[src/design/core_regfile.sv]
/* Core register file, two read ports and one write port, x0 reads zero */
`default_nettype none

module core_regfile (
  input  logic        clk,
  input  logic        rst_i,
  input  logic [4:0]  rs1_addr_i,
  input  logic [4:0]  rs2_addr_i,
  output logic [31:0] rs1_data_o,
  output logic [31:0] rs2_data_o,
  input  logic        we_i,
  input  logic [4:0]  rd_addr_i,
  input  logic [31:0] rd_data_i
);

  // No storage behind x0
  logic [31:0] regs [1:31];

  always_ff @(posedge clk) begin
    if (rst_i) begin
      for (int i = 1; i < 32; i++) begin
        regs[i] <= '0;
      end
    end else if (we_i && rd_addr_i != 5'd0) begin
      regs[rd_addr_i] <= rd_data_i;
    end
  end

  assign rs1_data_o = (rs1_addr_i == 5'd0) ? '0 : regs[rs1_addr_i];
  assign rs2_data_o = (rs2_addr_i == 5'd0) ? '0 : regs[rs2_addr_i];

endmodule

`default_nettype wire

[config.mk]
export PLATFORM = sky130hd
export DESIGN_NAME = core_regfile
export DESIGN_NICKNAME = d
export VERILOG_FILES = /design/src/design/core_regfile.sv
export SDC_FILE = /design/constraint.sdc
export NUM_CORES = 2
export LEC_CHECK = 0
export BUFFER_PORTS_ARGS = -buffer_cell sky130_fd_sc_hd__buf_2
export CORE_AREA = 2 2 393 395
export DETAILED_ROUTE_END_ITERATION = 7
export DIE_AREA = 0 0 395 397
export PLACE_DENSITY = 0.49
export SETUP_SLACK_MARGIN = 0.05
export SYNTH_ARGS = -nofsm -noshare
export SYNTH_HDL_FRONTEND = slang
export SYNTH_SLANG_ARGS = --single-unit
[constraint.sdc]
create_clock -name clk -period 2.25 [get_ports clk]
set_input_delay 0.1125 -clock clk [delete_from_list [all_inputs] [get_ports clk]]
set_output_delay 0.1125 -clock clk [all_outputs]
set_load 0.005 [all_outputs]
==> results by group <==
Run status
  – Status: finished, violations left
  – Failing checks: setup timing

Floorplanning
  – Die height: 397 um
  – IO Pins: 114
  – FP Rows: 144
  – Die ar.: 157000 um2
  – Starting density of the core: 0.357
  – Core area: 153000 um2
  – Die W: 395 um

Critical path
  – Critical path class: reg -> out
  – Setup crit start kind: flip-flop
  – Worst setup path end: rs2_data_o[26]
  – WP data required: 2140 ps
  – Critical-path maximum fanout: 2
  – Crit. Startpoint: regs[26][26]
  – Crit end category: output port
  – Crit path DAT: 2590 ps

Global route
  – Met2 Usage GRT: 0.418
  – Vias in the first global route: 36716
  – Largest net degree at the start of global routing: 38
  – Total GRT Usage: 0.261
  – M3 GR Usage: 0.0406
  – GR Layer Usage met1: 0.364
  – Grt peak-use layer: met2
  – Global route overflow: 0
  – Antenna violations before repair: 17
  – First-pass GRT wire length: 288000 um

Timing
  – RSZ-0062 raised after global routing: yes
  – Slew HR: 0.528
  – Max-slew violations: 0
  – Min setup slack post-route: -451 ps
  – Worst-margin pin slew: 707 ps
  – Setup_tns: -17910 ps
  – Final setup fails: 64
  – Max Fclk: 0.370 GHz
  – Hold violation total from the final report: 0
  – Fin Hold WS: 336 ps
  – Final critical-path required period: 2700 ps
  – Fin crit share: 1.20

Power and ir drop
  – Peak VDD IR: 0.000595 V
  – Int Pwr: 36.1 mW
  – Net switching power: 12.8 mW
  – Pwr dens: 718 nW/um2
  – Total power: 48.9 mW
  – LEAKAGE: 24.4 nW
  – Switch share: 0.262
  – Clk pwr share: 0.389
  – Logic pwr share: 0.149
  – Register share of total power: 0.462

CTS
  – Root buf cell: clkbuf_16
  – CTS clk-pin slew, worst paths: 60 ps
  – CTS Sinks: 1024
  – CTS tree: yes
  – CTS Buffer Depth: 3
  – CTS H-tree lvls: 3
  – TritonCTS buffer count: 116

Finish
  – Most common cell after layout, fill and taps aside: edfxtp_1
  – Most frequent cells in the layout: edfxtp_1, and2_1, buf_4
  – Share of cells above drive strength 1: 0.354
  – Final non-filler cell total: 6313
  – Design Area, Final: 68200 um2
  – Largest register FFs: 1024
  – Largest Register: regs
  – Biggest regs: regs: 1024 flops
  – Area grow syn2layout: 24.8%
  – Final #Nets: 4212

Logic synthesis
  – Gate count after technology mapping: 3765
  – Synthesized area per cell: 14.5 um2
  – Post-synth top area share: 0.563
  – Synth Register Bits: 1024
  – Synth area leader: edfxtp_1
  – Yosys cell types: 44
  – Top cells by area, synth: edfxtp_1, mux4_2, and2_1
  – Synth Warn #: 0
  – Mapped Area: 54600 um2
  – Register area share after synthesis: 0.563

Drt
  – Vias per inst: 5.71
  – Post-route DRC violation count: 0
  – Pre-antenna DRT Iters: 6
  – Via count: 36023
  – DR WL/cell: 32.8 um
  – DR iter-0 viols: 3644
  – ANT nets after route: 0
  – DRT Wirelength: 207000 um

Placed design
  – Placed inst area: 61400 um2
  – Post-detail-place hpwl: 136000 um
  – GP Congestion: 0.868
  – I/O Buffers: 113
  – Placed cells: 6053

Run
  – # Max-Cap Violations: 0

Hold path
  – Hold crit path type: in -> reg
worst max-delay path, stage by stage, from the launching register on:
cell and delay (ps):
edfxtp_1 410, mux4_2 480, a22o_4 280, a2111oi_4 300, buf_4 190, nor3_2 40
buf_2 150
cell type report:
cell class	instances	area, um2
diodes	9	22.5
clock buffers	143	3050
clock inverters	73	668
fillers	13522	84800
inverters	1	3.75
multi-input cells	2364	25100
flip-flops and latches	1024	30700
well taps	2044	2560
repair buffers	655	6030
worst min-delay path by stage:
stage / slack, ps / cells after the start / to / start
after floorplan: 210 / 0 / regs[0][0] / rd_data_i[0]
after global placement: 630 / 1 / regs[0][22] / rd_data_i[22]
after detailed placement: 630 / 1 / regs[0][22] / rd_data_i[22]
after CTS: 280 / 4 / regs[17][2] / rd_addr_i[4]
after global routing: 330 / 3 / regs[20][10] / rst_i
final: 340 / 4 / regs[17][31] / rd_addr_i[4]
cells by family after synthesis:
group                  count (synthesis)  share of synthesized area
AO/OA/AOI/OAI                        407                     0.0539
other                                  1                  0.0000686
buffers and inverters                408                     0.0334
multiplexers                         712                      0.213
AND/OR/NAND/NOR                     1213                      0.137
flip-flops                          1024                      0.563
per-stage QoR:
| stage | utilization | setup slack (ps) |
|---|---|---|
| 3_3_place_gp | 0.401 | -489 |
| 6_report | 0.446 | -451 |
| 2_1_floorplan | - | 380 |
| 5_1_grt | 0.445 | -514 |
| 3_5_place_dp | 0.401 | -516 |
| 4_1_cts | 0.443 | -626 |
cells in the mapped netlist, drive strengths merged:
cell type,count
a221o,2
or3,2
nand4b,1
nand4bb,1
mux2,34
o21ai,36
nor3,26
inv,1
nor4b,3
a22oi,104
a221oi,4
o221ai,1
clkbuf,303
or3b,3
and4b,1
or2,32
nand3b,5
nand2,6
nand3,4
o22ai,51
a21oi,56
edfxtp,1024
buf,104
mux4,356
nor2b,56
or4,1
a22o,51
mux2i,322
a211oi,47
nand2b,3
a2111oi,55
nor4,33
nor3b,1
conb,1
nor2,37
and2,995
and3,3
power groups by stage:
stage,combinational [mW],clock (mW),sequential (mW)
final,7.28,19.1,22.6
after global routing,7.56,20.0,22.7
after CTS,7.18,19.3,22.6
after detailed placement,6.35,0,23.0
after global placement,6.34,0,23.0
after floorplan,3.31,0,22.7
layer usage:
| metal | share of wire | vias to the layer above |
|---|---|---|
| li1 | - | 15228 |
| met1 | 0.43 | 18972 |
| met2 | 0.47 | 1493 |
| met3 | 0.069 | 316 |
| met4 | 0.035 | 14 |
| met5 | 0.00043 | - |
timing repair:
action                                  CTS  global route
pin swaps                               132            42
hold buffers                             32             0
setup buffers                            17            12
endpoints found under the setup margin   64            64
gates resized for setup                 416            58
endpoints found under the hold margin    94             0
Note: power is estimated with default switching activity, not from simulation.
