### src/design/riscv_isa_pkg.sv
/* RV32I subset definitions: opcodes, core states, ABI register names
   and encoders for the instructions the programs use */
`default_nettype none

package riscv_isa_pkg;

  localparam int WORD_WIDTH = 32;

  typedef enum logic [6:0] {
    OP_COMP    = 7'b0110011,
    OP_COMPIMM = 7'b0010011,
    OP_LOAD    = 7'b0000011,
    OP_STORE   = 7'b0100011,
    OP_BRANCH  = 7'b1100011,
    OP_JAL     = 7'b1101111,
    OP_JALR    = 7'b1100111
  } opcode_e;

  typedef enum logic [1:0] {
    ST_FETCH,
    ST_IWAIT,
    ST_EXEC,
    ST_DWAIT
  } core_state_e;

  //////////////////////////////
  // ABI register names
  //////////////////////////////
  localparam logic [4:0] XZERO = 5'd0;
  localparam logic [4:0] XRA   = 5'd1;
  localparam logic [4:0] XSP   = 5'd2;
  localparam logic [4:0] XGP   = 5'd3;
  localparam logic [4:0] XTP   = 5'd4;
  localparam logic [4:0] XT0   = 5'd5;
  localparam logic [4:0] XT1   = 5'd6;
  localparam logic [4:0] XT2   = 5'd7;
  localparam logic [4:0] XS0   = 5'd8;
  localparam logic [4:0] XS1   = 5'd9;
  localparam logic [4:0] XA0   = 5'd10;
  localparam logic [4:0] XA1   = 5'd11;
  localparam logic [4:0] XA2   = 5'd12;
  localparam logic [4:0] XA3   = 5'd13;
  localparam logic [4:0] XA4   = 5'd14;
  localparam logic [4:0] XA5   = 5'd15;
  localparam logic [4:0] XA6   = 5'd16;
  localparam logic [4:0] XA7   = 5'd17;
  localparam logic [4:0] XS2   = 5'd18;
  localparam logic [4:0] XS3   = 5'd19;
  localparam logic [4:0] XS4   = 5'd20;
  localparam logic [4:0] XS5   = 5'd21;
  localparam logic [4:0] XS6   = 5'd22;
  localparam logic [4:0] XS7   = 5'd23;
  localparam logic [4:0] XS8   = 5'd24;
  localparam logic [4:0] XS9   = 5'd25;
  localparam logic [4:0] XS10  = 5'd26;
  localparam logic [4:0] XS11  = 5'd27;
  localparam logic [4:0] XT3   = 5'd28;
  localparam logic [4:0] XT4   = 5'd29;
  localparam logic [4:0] XT5   = 5'd30;
  localparam logic [4:0] XT6   = 5'd31;

  //////////////////////////////
  // Instruction encoders
  //////////////////////////////
  function automatic logic [31:0] ADD(input logic [4:0] rd, rs1, rs2);
    return {7'b0000000, rs2, rs1, 3'b000, rd, OP_COMP};
  endfunction

  function automatic logic [31:0] ADDI(input logic [4:0] rd, rs1, input logic [11:0] imm);
    return {imm, rs1, 3'b000, rd, OP_COMPIMM};
  endfunction

  function automatic logic [31:0] LW(input logic [4:0] rd, rs1, input logic [11:0] imm);
    return {imm, rs1, 3'b010, rd, OP_LOAD};
  endfunction

  function automatic logic [31:0] SW(input logic [4:0] rs2, rs1, input logic [11:0] imm);
    return {imm[11:5], rs2, rs1, 3'b010, imm[4:0], OP_STORE};
  endfunction

  // B-type layout shared by all four branches
  function automatic logic [31:0] enc_branch(input logic [2:0] funct3,
                                             input logic [4:0] rs1, rs2,
                                             input logic [12:0] imm);
    return {imm[12], imm[10:5], rs2, rs1, funct3, imm[4:1], imm[11], OP_BRANCH};
  endfunction

  function automatic logic [31:0] BEQ(input logic [4:0] rs1, rs2, input logic [12:0] imm);
    return enc_branch(3'b000, rs1, rs2, imm);
  endfunction

  function automatic logic [31:0] BNE(input logic [4:0] rs1, rs2, input logic [12:0] imm);
    return enc_branch(3'b001, rs1, rs2, imm);
  endfunction

  function automatic logic [31:0] BLT(input logic [4:0] rs1, rs2, input logic [12:0] imm);
    return enc_branch(3'b100, rs1, rs2, imm);
  endfunction

  function automatic logic [31:0] BGE(input logic [4:0] rs1, rs2, input logic [12:0] imm);
    return enc_branch(3'b101, rs1, rs2, imm);
  endfunction

  function automatic logic [31:0] JAL(input logic [4:0] rd, input logic [20:0] imm);
    return {imm[20], imm[10:1], imm[11], imm[19:12], rd, OP_JAL};
  endfunction

  function automatic logic [31:0] JALR(input logic [4:0] rd, rs1, input logic [11:0] imm);
    return {imm, rs1, 3'b000, rd, OP_JALR};
  endfunction

endpackage

`default_nettype wire

### src/design/soc_mem_pkg.sv
/* SoC memory map, memory sizes, data bus request and sort test data */
`default_nettype none

package soc_mem_pkg;

  //////////////////////////////
  // Instruction memory
  //////////////////////////////
  localparam int unsigned IMEM_WORDS   = 64;
  localparam logic [31:0] COUNTER_BASE = 32'h0000_0000;
  localparam logic [31:0] SORT_BASE    = 32'h0000_0080;

  //////////////////////////////
  // Data memory and GPIO
  //////////////////////////////
  // RAM covers bytes 0x000 to 0x3FF
  localparam int unsigned DMEM_WORDS = 256;
  // Below 2048 so one ADDI from x0 reaches it
  localparam logic [31:0] GPIO_ADDR  = 32'h0000_07F0;

  // Sort input, placed after the byte length word
  localparam int unsigned SORT_LEN = 8;
  localparam logic signed [31:0] SORT_INIT [SORT_LEN] = '{
    32'sd5,
    -32'sd3,
    32'sd17,
    32'sd0,
    -32'sd12,
    32'sd8,
    32'sd2,
    -32'sd1
  };

  typedef struct packed {
    logic [31:0] addr;
    logic [31:0] wdata;
    logic        we;
  } mem_req_t;

endpackage

`default_nettype wire

### src/design/core_fsm.sv
/* Multi-cycle RV32I subset core: fetch, execute and data access
   sequenced by a four-state FSM */
`default_nettype none

module core_fsm (
  input  logic                  clk,
  input  logic                  rst_i,
  input  logic                  boot_sel_i,
  // Instruction bus
  output logic                  instr_req_o,
  output logic [31:0]           instr_addr_o,
  input  logic                  instr_gnt_i,
  input  logic [31:0]           instr_rdata_i,
  input  logic                  instr_rvalid_i,
  // Data bus
  output logic                  data_req_o,
  output soc_mem_pkg::mem_req_t data_bus_o,
  input  logic                  data_gnt_i,
  input  logic [31:0]           data_rdata_i,
  input  logic                  data_rvalid_i,
  // Register file
  output logic [4:0]            rs1_addr_o,
  output logic [4:0]            rs2_addr_o,
  input  logic [31:0]           rs1_data_i,
  input  logic [31:0]           rs2_data_i,
  output logic                  rd_we_o,
  output logic [4:0]            rd_addr_o,
  output logic [31:0]           rd_data_o
);
  import riscv_isa_pkg::*;
  import soc_mem_pkg::*;

  core_state_e           state_q;
  logic [WORD_WIDTH-1:0] pc_q;
  logic [WORD_WIDTH-1:0] instr_q;
  logic [WORD_WIDTH-1:0] load_q;
  logic                  wb_pend_q;

  opcode_e               opcode;
  logic [WORD_WIDTH-1:0] imm_i;
  logic [WORD_WIDTH-1:0] imm_s;
  logic [WORD_WIDTH-1:0] imm_b;
  logic [WORD_WIDTH-1:0] imm_j;
  logic [WORD_WIDTH-1:0] operand_b;
  logic [WORD_WIDTH-1:0] sum;
  logic [WORD_WIDTH-1:0] pc_plus4;
  logic [WORD_WIDTH-1:0] next_pc;
  logic                  take;
  logic                  is_mem;

  //////////////////////////////
  // Decode
  //////////////////////////////
  assign opcode     = opcode_e'(instr_q[6:0]);
  assign rs1_addr_o = instr_q[19:15];
  assign rs2_addr_o = instr_q[24:20];
  assign rd_addr_o  = instr_q[11:7];

  assign imm_i = {{20{instr_q[31]}}, instr_q[31:20]};
  assign imm_s = {{20{instr_q[31]}}, instr_q[31:25], instr_q[11:7]};
  assign imm_b = {{19{instr_q[31]}}, instr_q[31], instr_q[7], instr_q[30:25],
                  instr_q[11:8], 1'b0};
  assign imm_j = {{11{instr_q[31]}}, instr_q[31], instr_q[19:12], instr_q[20],
                  instr_q[30:21], 1'b0};

  // One adder serves ALU ops and load/store addresses
  assign operand_b = (opcode == OP_COMP)  ? rs2_data_i :
                     (opcode == OP_STORE) ? imm_s : imm_i;
  assign sum       = rs1_data_i + operand_b;
  assign pc_plus4  = pc_q + 32'd4;
  assign is_mem    = opcode inside {OP_LOAD, OP_STORE};

  // Funct3 only matters for branches
  always_comb begin
    case (instr_q[14:12])
      3'b000:  take = rs1_data_i == rs2_data_i;
      3'b001:  take = rs1_data_i != rs2_data_i;
      3'b100:  take = $signed(rs1_data_i) < $signed(rs2_data_i);
      3'b101:  take = $signed(rs1_data_i) >= $signed(rs2_data_i);
      default: take = 1'b0;
    endcase
  end

  always_comb begin
    case (opcode)
      OP_BRANCH: next_pc = take ? pc_q + imm_b : pc_plus4;
      OP_JAL:    next_pc = pc_q + imm_j;
      OP_JALR:   next_pc = sum & ~32'd1;
      default:   next_pc = pc_plus4;
    endcase
  end

  //////////////////////////////
  // Bus and writeback
  //////////////////////////////
  assign instr_req_o  = state_q == ST_FETCH;
  assign instr_addr_o = pc_q;
  assign data_req_o   = (state_q == ST_EXEC) && is_mem;
  assign data_bus_o   = '{addr: sum, wdata: rs2_data_i, we: opcode == OP_STORE};

  always_comb begin
    rd_we_o   = 1'b0;
    rd_data_o = sum;
    if (state_q == ST_EXEC) begin
      case (opcode)
        OP_COMP, OP_COMPIMM: rd_we_o = 1'b1;
        OP_JAL, OP_JALR: begin
          rd_we_o   = 1'b1;
          rd_data_o = pc_plus4;
        end
        default: rd_we_o = 1'b0;
      endcase
    end else if (state_q == ST_DWAIT && wb_pend_q && opcode == OP_LOAD) begin
      // Load result lands in the second DWAIT cycle
      rd_we_o   = 1'b1;
      rd_data_o = load_q;
    end
  end

  //////////////////////////////
  // FSM
  //////////////////////////////
  always_ff @(posedge clk) begin
    if (rst_i) begin
      state_q   <= ST_FETCH;
      pc_q      <= boot_sel_i ? SORT_BASE : COUNTER_BASE;
      wb_pend_q <= 1'b0;
    end else begin
      case (state_q)
        ST_FETCH: if (instr_gnt_i) state_q <= ST_IWAIT;
        ST_IWAIT: if (instr_rvalid_i) state_q <= ST_EXEC;
        ST_EXEC: begin
          if (!is_mem || data_gnt_i) begin
            pc_q    <= next_pc;
            state_q <= is_mem ? ST_DWAIT : ST_FETCH;
          end
        end
        ST_DWAIT: begin
          if (wb_pend_q) begin
            wb_pend_q <= 1'b0;
            state_q   <= ST_FETCH;
          end else if (data_rvalid_i) begin
            wb_pend_q <= 1'b1;
          end
        end
        default: state_q <= ST_FETCH;
      endcase
    end
  end

  always_ff @(posedge clk) begin
    if (state_q == ST_IWAIT && instr_rvalid_i) begin
      instr_q <= instr_rdata_i;
    end
    if (state_q == ST_DWAIT && data_rvalid_i) begin
      load_q <= data_rdata_i;
    end
  end

endmodule

`default_nettype wire

### config.mk
export PLATFORM = sky130hd
export DESIGN_NAME = core_fsm
export DESIGN_NICKNAME = d
export VERILOG_FILES = /design/src/design/riscv_isa_pkg.sv /design/src/design/soc_mem_pkg.sv /design/src/design/core_fsm.sv
export SDC_FILE = /design/constraint.sdc
export NUM_CORES = 1
export LEC_CHECK = 0
export ABC_CLOCK_PERIOD_IN_PS = 7320
export BUFFER_PORTS_ARGS = -buffer_cell sky130_fd_sc_hd__buf_2
export CELL_PAD_IN_SITES_DETAIL_PLACEMENT = 1
export CELL_PAD_IN_SITES_GLOBAL_PLACEMENT = 1
export CORE_AREA = 3 3 169 171
export DETAILED_ROUTE_END_ITERATION = 10
export DIE_AREA = 0 0 172 174
export PLACE_DENSITY = 0.83
export SETUP_SLACK_MARGIN = 0.1
export SYNTH_ARGS = -nofsm -noshare
export SYNTH_HDL_FRONTEND = slang
export SYNTH_SLANG_ARGS = --single-unit
### constraint.sdc
create_clock -name clk -period 7.32 [get_ports clk]
set_input_delay 1.464 -clock clk [delete_from_list [all_inputs] [get_ports clk]]
set_output_delay 1.464 -clock clk [all_outputs]
set_load 0.02 [all_outputs]
==> flow_summary.toml, run 1 <==
[outcome]
status = "finished clean"

[yosys]
syn-num-nets = 1560
synth_warnings = 0
synth.avg_cell_area_sq_um = 8.47
synth_common_cells = "a21oi_1 (114), ha_1 (107), nand2_1 (107)"
ys_ff_latch = 98
ys_top_cells_by_area = "edfxtp_1 (26%), ha_1 (12%), a21oi_1 (5.1%)"
synth_top_area_share = 0.256
synth_cells = 1315
synth_most_common_cell = "a21oi_1"
yosysSeqAreaShare = 0.261
synth-main-ff-cell = "edfxtp_1"
async_flop_share = 0
synth_edf_count = 95
netlist_area_sq_um = 11100
ys_types = 87
synth_top_cell_by_area = "edfxtp_1"

[grt]
antenna_found_initial = 2
grt_usage = 0.293
grt_max_degree = 34
grt_pass1_wl_microns = 68300
grt.overflow.total = 0
first_global_vias = 11893

[pwr]
p_leak_nw = 5.62
powerDensity_nw_per_um2 = 164
ir_drop_mv = 0.0996

[sta]
finalSetupViolations = 0
relSlewSlack = 0.230
timing.fmax_ghz = 0.146
finalHoldViolCount = 0
tightest_slew_ps = 1150
rsz0062_at_grt = "no"
fin_ws_ps = 467
fin_crit_sh = 0.936
fin_crit_ps = 6850
fin_setup_tns_ps = 0
clock_skew_ps = 13.4
slew_viol_final = 0

[routing]
vias = 11526
drc_errors = 0
drt-pass1-iter-count = 5
drt-initial-drc-count = 893
post_drt_wl_per_cell_microns = 24.1
totalWireLength_microns = 44900
via_per_inst = 6.18
ant_nets = 0

[worst_setup_path]
worst_setup_path_end_kind = "output port"
crit_type = "flip-flop to output port"
path_max_fanout = 6
crit_arrival_ps = 5390
cp.required_ps = 5860
start_kind = "flip-flop"

[cts]
cts_buffer_depth = 2
htree_levels = 3
post_cts_buffers = 0
root_buffer = "clkbuf_16"
cts.clk_slew.worst_paths_ps = 80
cts_made_buffers = 9
cts_resized = 0
cts_hold_buf = 0
cts_tree = "built"
cts.sinks = 98
clock_latency_ps = 380

[final_layout]
area_delta_synth_final_pct = 14.9
n_fill_cell = 3355
fin_nets = 1762
drive_above_1_share = 0.235

[die]
die_w_microns = 172
fp.dieArea_sq_um = 29900
initial_utilization = 0.412
rows = 60
pin_count = 282
die_y_microns = 174
core_sq_um = 27000

[placed_design]
gp_congestion = 0.961
pre_cts_ws_ps = 630
hpwl_microns = 36200
portBuffers = 280

[job]
maxCapViolCount = 0

[hold_path]
hold_class = "flip-flop to flip-flop"
==> worst paths after layout <==
| check | depth (start not counted) | slack [ps] | start | to |
|---|---|---|---|---|
| max | 17 | 470 | instr_q[2] | rd_data_o[30] |
| min | 2 | 620 | wb_pend_q | wb_pend_q |
| max reg2reg | 17 | 2060 | instr_q[2] | instr_addr_o[30] |
| min reg2reg | 2 | 620 | wb_pend_q | wb_pend_q |
==> kinds of logic (layout without fill, tap and decap cells) <==
family	Yosys count	after routing	share of synthesized area
AO/OA/AOI/OAI	434	434	0.268
XOR/XNOR	103	103	0.0810
adder cells (fa/ha/maj)	110	110	0.126
buffers and inverters	178	385	0.0796
flip-flops	98	98	0.261
multiplexers	22	22	0.0216
other	1	2	0.000337
AND/OR/NAND/NOR	369	369	0.162
==> critical path, cell delays in order (launching register included) <==
cell and delay [ps]:
edfxtp_1 440, nor4_2 430, nand2b_1 240, inv_1 120, and2_1 360, mux2i_1 260, o21ai_0 110, ha_1 250
fa_1 440, a211oi_1 330, o21ai_0 180, and4_1 260, o21ai_1 320, o211a_1 240, o21ai_0 100, a41oi_1 490
o221a_2 280, buf_2 160
==> metrics by stage <==
stage	utilization	hold WS, ps	cell area [sq um]	cells	total power [mW]
2_1_floorplan	-	529	11100	1315	1.28
3_3_place_gp	0.462	559	12500	1847	1.57
3_5_place_dp	0.462	592	12500	1847	1.59
4_1_cts	0.473	613	12800	1863	2.10
5_1_grt	0.474	663	12800	1864	2.20
6_report	0.474	617	12800	1864	2.10
==> placed cells by master, fill, tap and decap left out, types with 7 or more instances in the layout <==
master,count
a211oi_1,17
a21o_1,52
a21oi_1,114
a221o_1,7
a221oi_1,7
a22oi_1,11
a31oi_1,23
and2_1,9
and3_1,19
buf_2,280
buf_4,16
clkbuf_16,9
edfxtp_1,95
ha_1,107
inv_1,73
mux2i_1,15
nand2_1,107
nand2b_1,11
nand3_1,44
nand4_1,13
nor2_1,83
nor3_1,30
o211ai_1,19
o21a_1,12
o21ai_0,61
o21bai_1,15
o221a_2,9
o221ai_1,9
o22ai_1,10
or2_2,7
or3_1,8
xnor2_1,63
xor2_1,40
==> registers in the layout (all words and copies together), names as in the netlist <==
register and cells:
instr_q 32, instr_addr_o 31, load_q 32, state_q 2
wb_pend_q 1
==> layer usage <==
metal  GRT usage  up-vias  wire [microns]
met4       0.117        2            1860
met5           0        -              13
met3      0.0475       98            2990
li1            -     5295               -
met2       0.513      507           22200
met1       0.356     5624           17900
==> report_power, final <==
part | switching [mW] | internal [mW]
clock network | 0.269 | 0.242
registers | 0.0430 | 0.643
logic | 0.580 | 0.327
==> cell type report <==
class	instances	area, sq um	area share
Clock buffer	9	225	0.0176
Timing Repair Buffer	296	1520	0.119
Antenna cell	1	2.50	0.000196
Tap cell	341	427	0.0333
Sequential cell	98	2910	0.228
Multi-Input combinational cell	1039	7370	0.576
Clock inverter	7	70.1	0.00547
Inverter	73	274	0.0214
No activity file was read; power rests on OpenSTA's default activity.
==> run 2, diff against run 1 <==
ABC_CLOCK_PERIOD_IN_PS = 7700   (was 7320)
clock period = 7.7 ns   (was 7.32 ns; I/O delays follow)
==> flow_summary.toml, run 2 (synthesis gave the netlist of run 1 again) <==
[sta]
rsz0062_at_grt = "no"
fin_setup_tns_ps = 0
fin_crit_ps = 7100
tightest_slew_ps = 1200
finalSetupViolations = 0
fin_crit_sh = 0.922
relSlewSlack = 0.198
timing.fmax_ghz = 0.141
finalHoldViolCount = 0
clock_skew_ps = 15.2
slew_viol_final = 0

[grt]
grt_max_degree = 34
grt_pass1_wl_microns = 67400
grt.overflow.total = 0
first_global_vias = 11936
antenna_found_initial = 7
grt_usage = 0.290

[die]
rows = 60
pin_count = 282
core_sq_um = 27000
die_y_microns = 174
die_w_microns = 172
fp.dieArea_sq_um = 29900
initial_utilization = 0.412

[final_layout]
fin_nets = 1762
drive_above_1_share = 0.235
layout_common_cells = "buf_2 (280), a21oi_1 (114), nand2_1 (107), ha_1 (107), edfxtp_1 (95)"
area_delta_synth_final_pct = 14.7
final_common_cell = "buf_2"

[cts]
cts.clk_slew.worst_paths_ps = 70
cts_buffer_depth = 2
cts_made_buffers = 9
cts_tree = "built"
cts.sinks = 98
root_buffer = "clkbuf_16"
clock_latency_ps = 380
post_cts_buffers = 0
htree_levels = 3

[pwr]
ir_drop_mv = 0.132
p_leak_nw = 5.62
power.share.sequential = 0.330
p_clk_frac = 0.234
pwr-share-comb = 0.437
switchingPower_mw = 0.832
powerDensity_nw_per_um2 = 155
power.total_mw = 1.98
internal_power_mw = 1.15
sw_frac_of_total = 0.421

[worst_setup_path]
path_cells = "nor4_2 > nand2b_1 > inv_1 > and2_1 > mux2i_1 > o21ai_0 > ha_1 > fa_1 > a211oi_1 > o21ai_0 > and4_1 > o21ai_0 > o211a_1 > o21ai_0 > a41oi_1 > o221a_2 > buf_2"
path_max_fanout = 6
path_common_cell = "o21ai_0"
critical-path-max-stage-delay_ps = 570
worst_setup_path_end_kind = "output port"
crit_type = "flip-flop to output port"
start_kind = "flip-flop"
crit_arrival_ps = 5560
cp.required_ps = 6160
critPathSlowestCell = "a41oi_1"

[routing]
vias = 11610
ant_nets = 0
totalWireLength_microns = 44700
via_per_inst = 6.23
drc_errors = 0
drt-pass1-iter-count = 6
drt-initial-drc-count = 912
post_drt_wl_per_cell_microns = 24.0

[placed_design]
hpwl_microns = 36100
gp_congestion = 0.935
portBuffers = 280

[hold_path]
hold_class = "flip-flop to flip-flop"

[job]
maxCapViolCount = 0

[outcome]
status = "finished clean"
run 2: cell count changes in the layout (fill, tap and decap cells not counted):
cell,delta
clkinv_4,+3
inv_8,-2
clkinv_1,+1
clkinv_8,-1
clkinvlp_4,-1
diode_2,+1
o21ai_0,+1
o21ai_1,-1
run 2: final cells by class:
| class | count | area, sq um |
|---|---|---|
| diodes | 2 | 5.00 |
| clock buffers | 9 | 225 |
| clock inverters | 7 | 53.8 |
| fillers | 3361 | 14200 |
| inverters | 73 | 274 |
| multi-input cells | 1039 | 7370 |
| flip-flops and latches | 98 | 2910 |
| well taps | 341 | 427 |
| repair buffers | 296 | 1520 |
run 2: worst paths after layout:
| path | start | end | slack [ps] | cells past startpoint |
|---|---|---|---|---|
| min | wb_pend_q | wb_pend_q | 600 | 2 |
| min reg2reg | wb_pend_q | wb_pend_q | 600 | 2 |
| max reg2reg | instr_q[2] | instr_addr_o[30] | 2240 | 17 |
| max | instr_q[2] | rd_data_o[30] | 600 | 17 |
run 2: repair_timing:
| item | in CTS | in global routing |
|---|---|---|
| resized for setup | 0 | 1 |
| hold buffers | 0 | 0 |
| setup endpoints to repair | 0 | 1 |
run 2: worst max-delay path: cells and delay by family, from the launching register on:
kind | cells | cell delay (ps)
AO/OA/AOI/OAI | 8 | 2320
adder cells (fa/ha/maj) | 2 | 690
AND/OR/NAND/NOR | 4 | 1250
multiplexers | 1 | 220
buffers and inverters | 2 | 270
flip-flops | 1 | 430
run 2: routing by layer:
layer  up-vias  global-route usage  part of all wire
met5         -                   0           0.00080
met3       115              0.0580             0.079
met1      5642               0.340              0.39
met4         8               0.135             0.048
met2       539               0.503              0.49
li1       5306                   -                 -
run 2: power by group through the flow:
stage               Clock, mW  Sequential [mW]  Combinational (mW)
floorplan                   0            0.661               0.559
global placement            0            0.662               0.832
detailed placement          0            0.663               0.853
CTS                     0.467            0.651               0.858
global route            0.483            0.654               0.933
finish                  0.462            0.652               0.863
run 2: stage by stage:
step / setup slack [ps] / instance area (sq um) / hold WS, ps / instances / utilization
after floorplan: 1490 / 11100 / 529 / 1315 / -
after global placement: 1310 / 12500 / 558 / 1847 / 0.462
after detailed placement: 942 / 12500 / 580 / 1847 / 0.462
after CTS: 521 / 12800 / 597 / 1863 / 0.473
after global routing: 283 / 12800 / 639 / 1864 / 0.473
final: 604 / 12800 / 598 / 1865 / 0.473
==> run 3, diff against run 2 <==
ABC_AREA = 1   (was default)
CORE_AREA = 3 3 210 161   (was 3 3 169 171)
DIE_AREA = 0 0 213 164   (was 0 0 172 174)
PLACE_DENSITY = 0.82   (was 0.83)
SLEW_MARGIN = 15   (was default)
==> flow_summary.toml, run 3 <==
[grt]
first_global_vias = 14019
grt_max_degree = 47
antenna_found_initial = 1
grt.overflow.total = 0
grt_pass1_wl_microns = 84800
grt_usage = 0.321

[cts]
root_buffer = "clkbuf_16"
cts_made_buffers = 9
cts_buffer_depth = 2
cts_hold_buf = 0
cts.sinks = 98
post_cts_buffers = 0
cts_resized = 0
cts_tree = "built"
clock_latency_ps = 380
htree_levels = 3
cts.clk_slew.worst_paths_ps = 80

[placed_design]
gp_congestion = 1.00
portBuffers = 280
hpwl_microns = 47400

[pwr]
power.share.sequential = 0.212
sw_frac_of_total = 0.569
pwr-share-comb = 0.670
p_clk_frac = 0.118
p_leak_nw = 6.86
switchingPower_mw = 2.29
power.total_mw = 4.02
internal_power_mw = 1.73
powerDensity_nw_per_um2 = 285
ir_drop_mv = 0.163

[routing]
ant_nets = 0
drt-initial-drc-count = 1299
totalWireLength_microns = 57300
vias = 14263
post_drt_wl_per_cell_microns = 22.9
drc_errors = 0
via_per_inst = 5.69
drt-pass1-iter-count = 6

[final_layout]
area_delta_synth_final_pct = 14.5
n_fill_cell = 4296
multi_input_area_sq_um = 7990
final_common_cell = "nand2_1"
drive_above_1_share = 0.162
diodes = 0
final-seq-area_sq_um = 2910
layout_common_cells = "nand2_1 (378), buf_2 (280), inv_1 (248)"
fin_nets = 2335

[yosys]
synth_warnings = 0
ys_ff_latch = 98
yosysSeqAreaShare = 0.236
synth_top_cell_by_area = "edfxtp_1"
synth_edf_count = 95
async_flop_share = 0
synth_cells = 1879
ys_top_cells_by_area = "edfxtp_1 (23%), nand2_1 (12%), ha_1 (11%)"
synth.avg_cell_area_sq_um = 6.57
synth_top_area_share = 0.231
synth_common_cells = "nand2_1 (379), inv_1 (248), nor2_1 (223)"
syn-num-nets = 2124
ys_types = 55
netlist_area_sq_um = 12400
synth-main-ff-cell = "edfxtp_1"
synth_most_common_cell = "nand2_1"

[worst_setup_path]
cp.required_ps = 6160
worst_setup_path_end_kind = "output port"
path_max_fanout = 7
crit_arrival_ps = 5310
crit_type = "flip-flop to output port"
start_kind = "flip-flop"

[outcome]
status = "finished clean"

[sta]
relSlewSlack = 0.274
finalHoldViolCount = 0
fin_crit_ps = 6850
rsz0062_at_grt = "no"
timing.fmax_ghz = 0.146
finalSetupViolations = 0
hold_ws_ps = 529
fin_setup_tns_ps = 0
slew_viol_final = 0
tightest_slew_ps = 1090
fin_crit_sh = 0.890
clock_skew_ps = 8.70

[die]
fp.dieArea_sq_um = 34900
die_w_microns = 213
pin_count = 282
rows = 57
initial_utilization = 0.386
core_sq_um = 32000
die_y_microns = 164

[job]
maxCapViolCount = 0

[hold_path]
hold_class = "flip-flop to flip-flop"
-- run 3: logic make-up (layout without fill, tap and decap cells) --
kind of cell / Yosys count / in the layout / synth area share
simple gates: 810 / 810 / 0.280
compound gates: 436 / 436 / 0.191
buf+inv: 341 / 557 / 0.120
fa+ha+maj: 110 / 110 / 0.113
flops: 98 / 98 / 0.236
xor+xnor: 83 / 83 / 0.0589
other cells: 1 / 1 / 0.000304
-- run 3: metal layers --
metal  GRT usage  vias up  part of all wire
met2       0.501      585              0.43
met4      0.0822        2             0.026
met1       0.465     6917              0.47
met3      0.0479       79             0.072
met5           0        -           0.00023
li1            -     6680                 -
-- run 3: layout make-up --
type	count	share of cell area
clock buffer	9	0.0159
multi-input combinational	1440	0.565
clock inverter	7	0.00425
sequential	98	0.206
inverter	252	0.0671
tap	413	0.0365
timing repair buffer	289	0.105
-- run 3: stage by stage --
stage | util | setup slack, ps | std cells | instance area (sq um)
after floorplan | - | 2080 | 1879 | 12400
after global placement | 0.432 | 1680 | 2491 | 13800
after detailed placement | 0.432 | 1510 | 2491 | 13800
after CTS | 0.441 | 1050 | 2507 | 14100
after global routing | 0.442 | 598 | 2508 | 14100
final | 0.442 | 847 | 2508 | 14100
-- run 3: power by group through the flow --
stage                     sequential [mW]  clock [mW]  combinational [mW]
final                               0.853       0.476                2.70
after global routing                0.858       0.507                2.93
after CTS                           0.851       0.486                2.65
after detailed placement            0.862           0                2.63
after global placement              0.860           0                2.59
after floorplan                     0.833           0                1.71
-- run 3: worst paths after layout --
| check | from | to | slack (ps) | cells after the start |
|---|---|---|---|---|
| worst max-delay path | instr_q[0] | rd_data_o[28] | 850 | 22 |
| worst min-delay path | wb_pend_q | wb_pend_q | 530 | 2 |
| worst max register to register | instr_q[0] | instr_addr_o[28] | 2710 | 23 |
| worst min register to register | wb_pend_q | wb_pend_q | 530 | 2 |
-- run 3: critical path: stages, from the launching register on --
cell and delay (ps):
edfxtp_1 330, nand2_1 160, nor3_2 190, nand2_1 120, nor2_1 690, inv_1 250, nand2_1 120, a31oi_1 90
ha_1 240, fa_1 400, nand3_1 110, nand2_1 80, a21oi_1 560, o21ai_1 300, nand2_1 120, nand2_1 120
nand2_1 180, nand2_1 80, nand2_1 70, and2_1 190, nor2_1 70, o21ai_0 220, buf_2 210
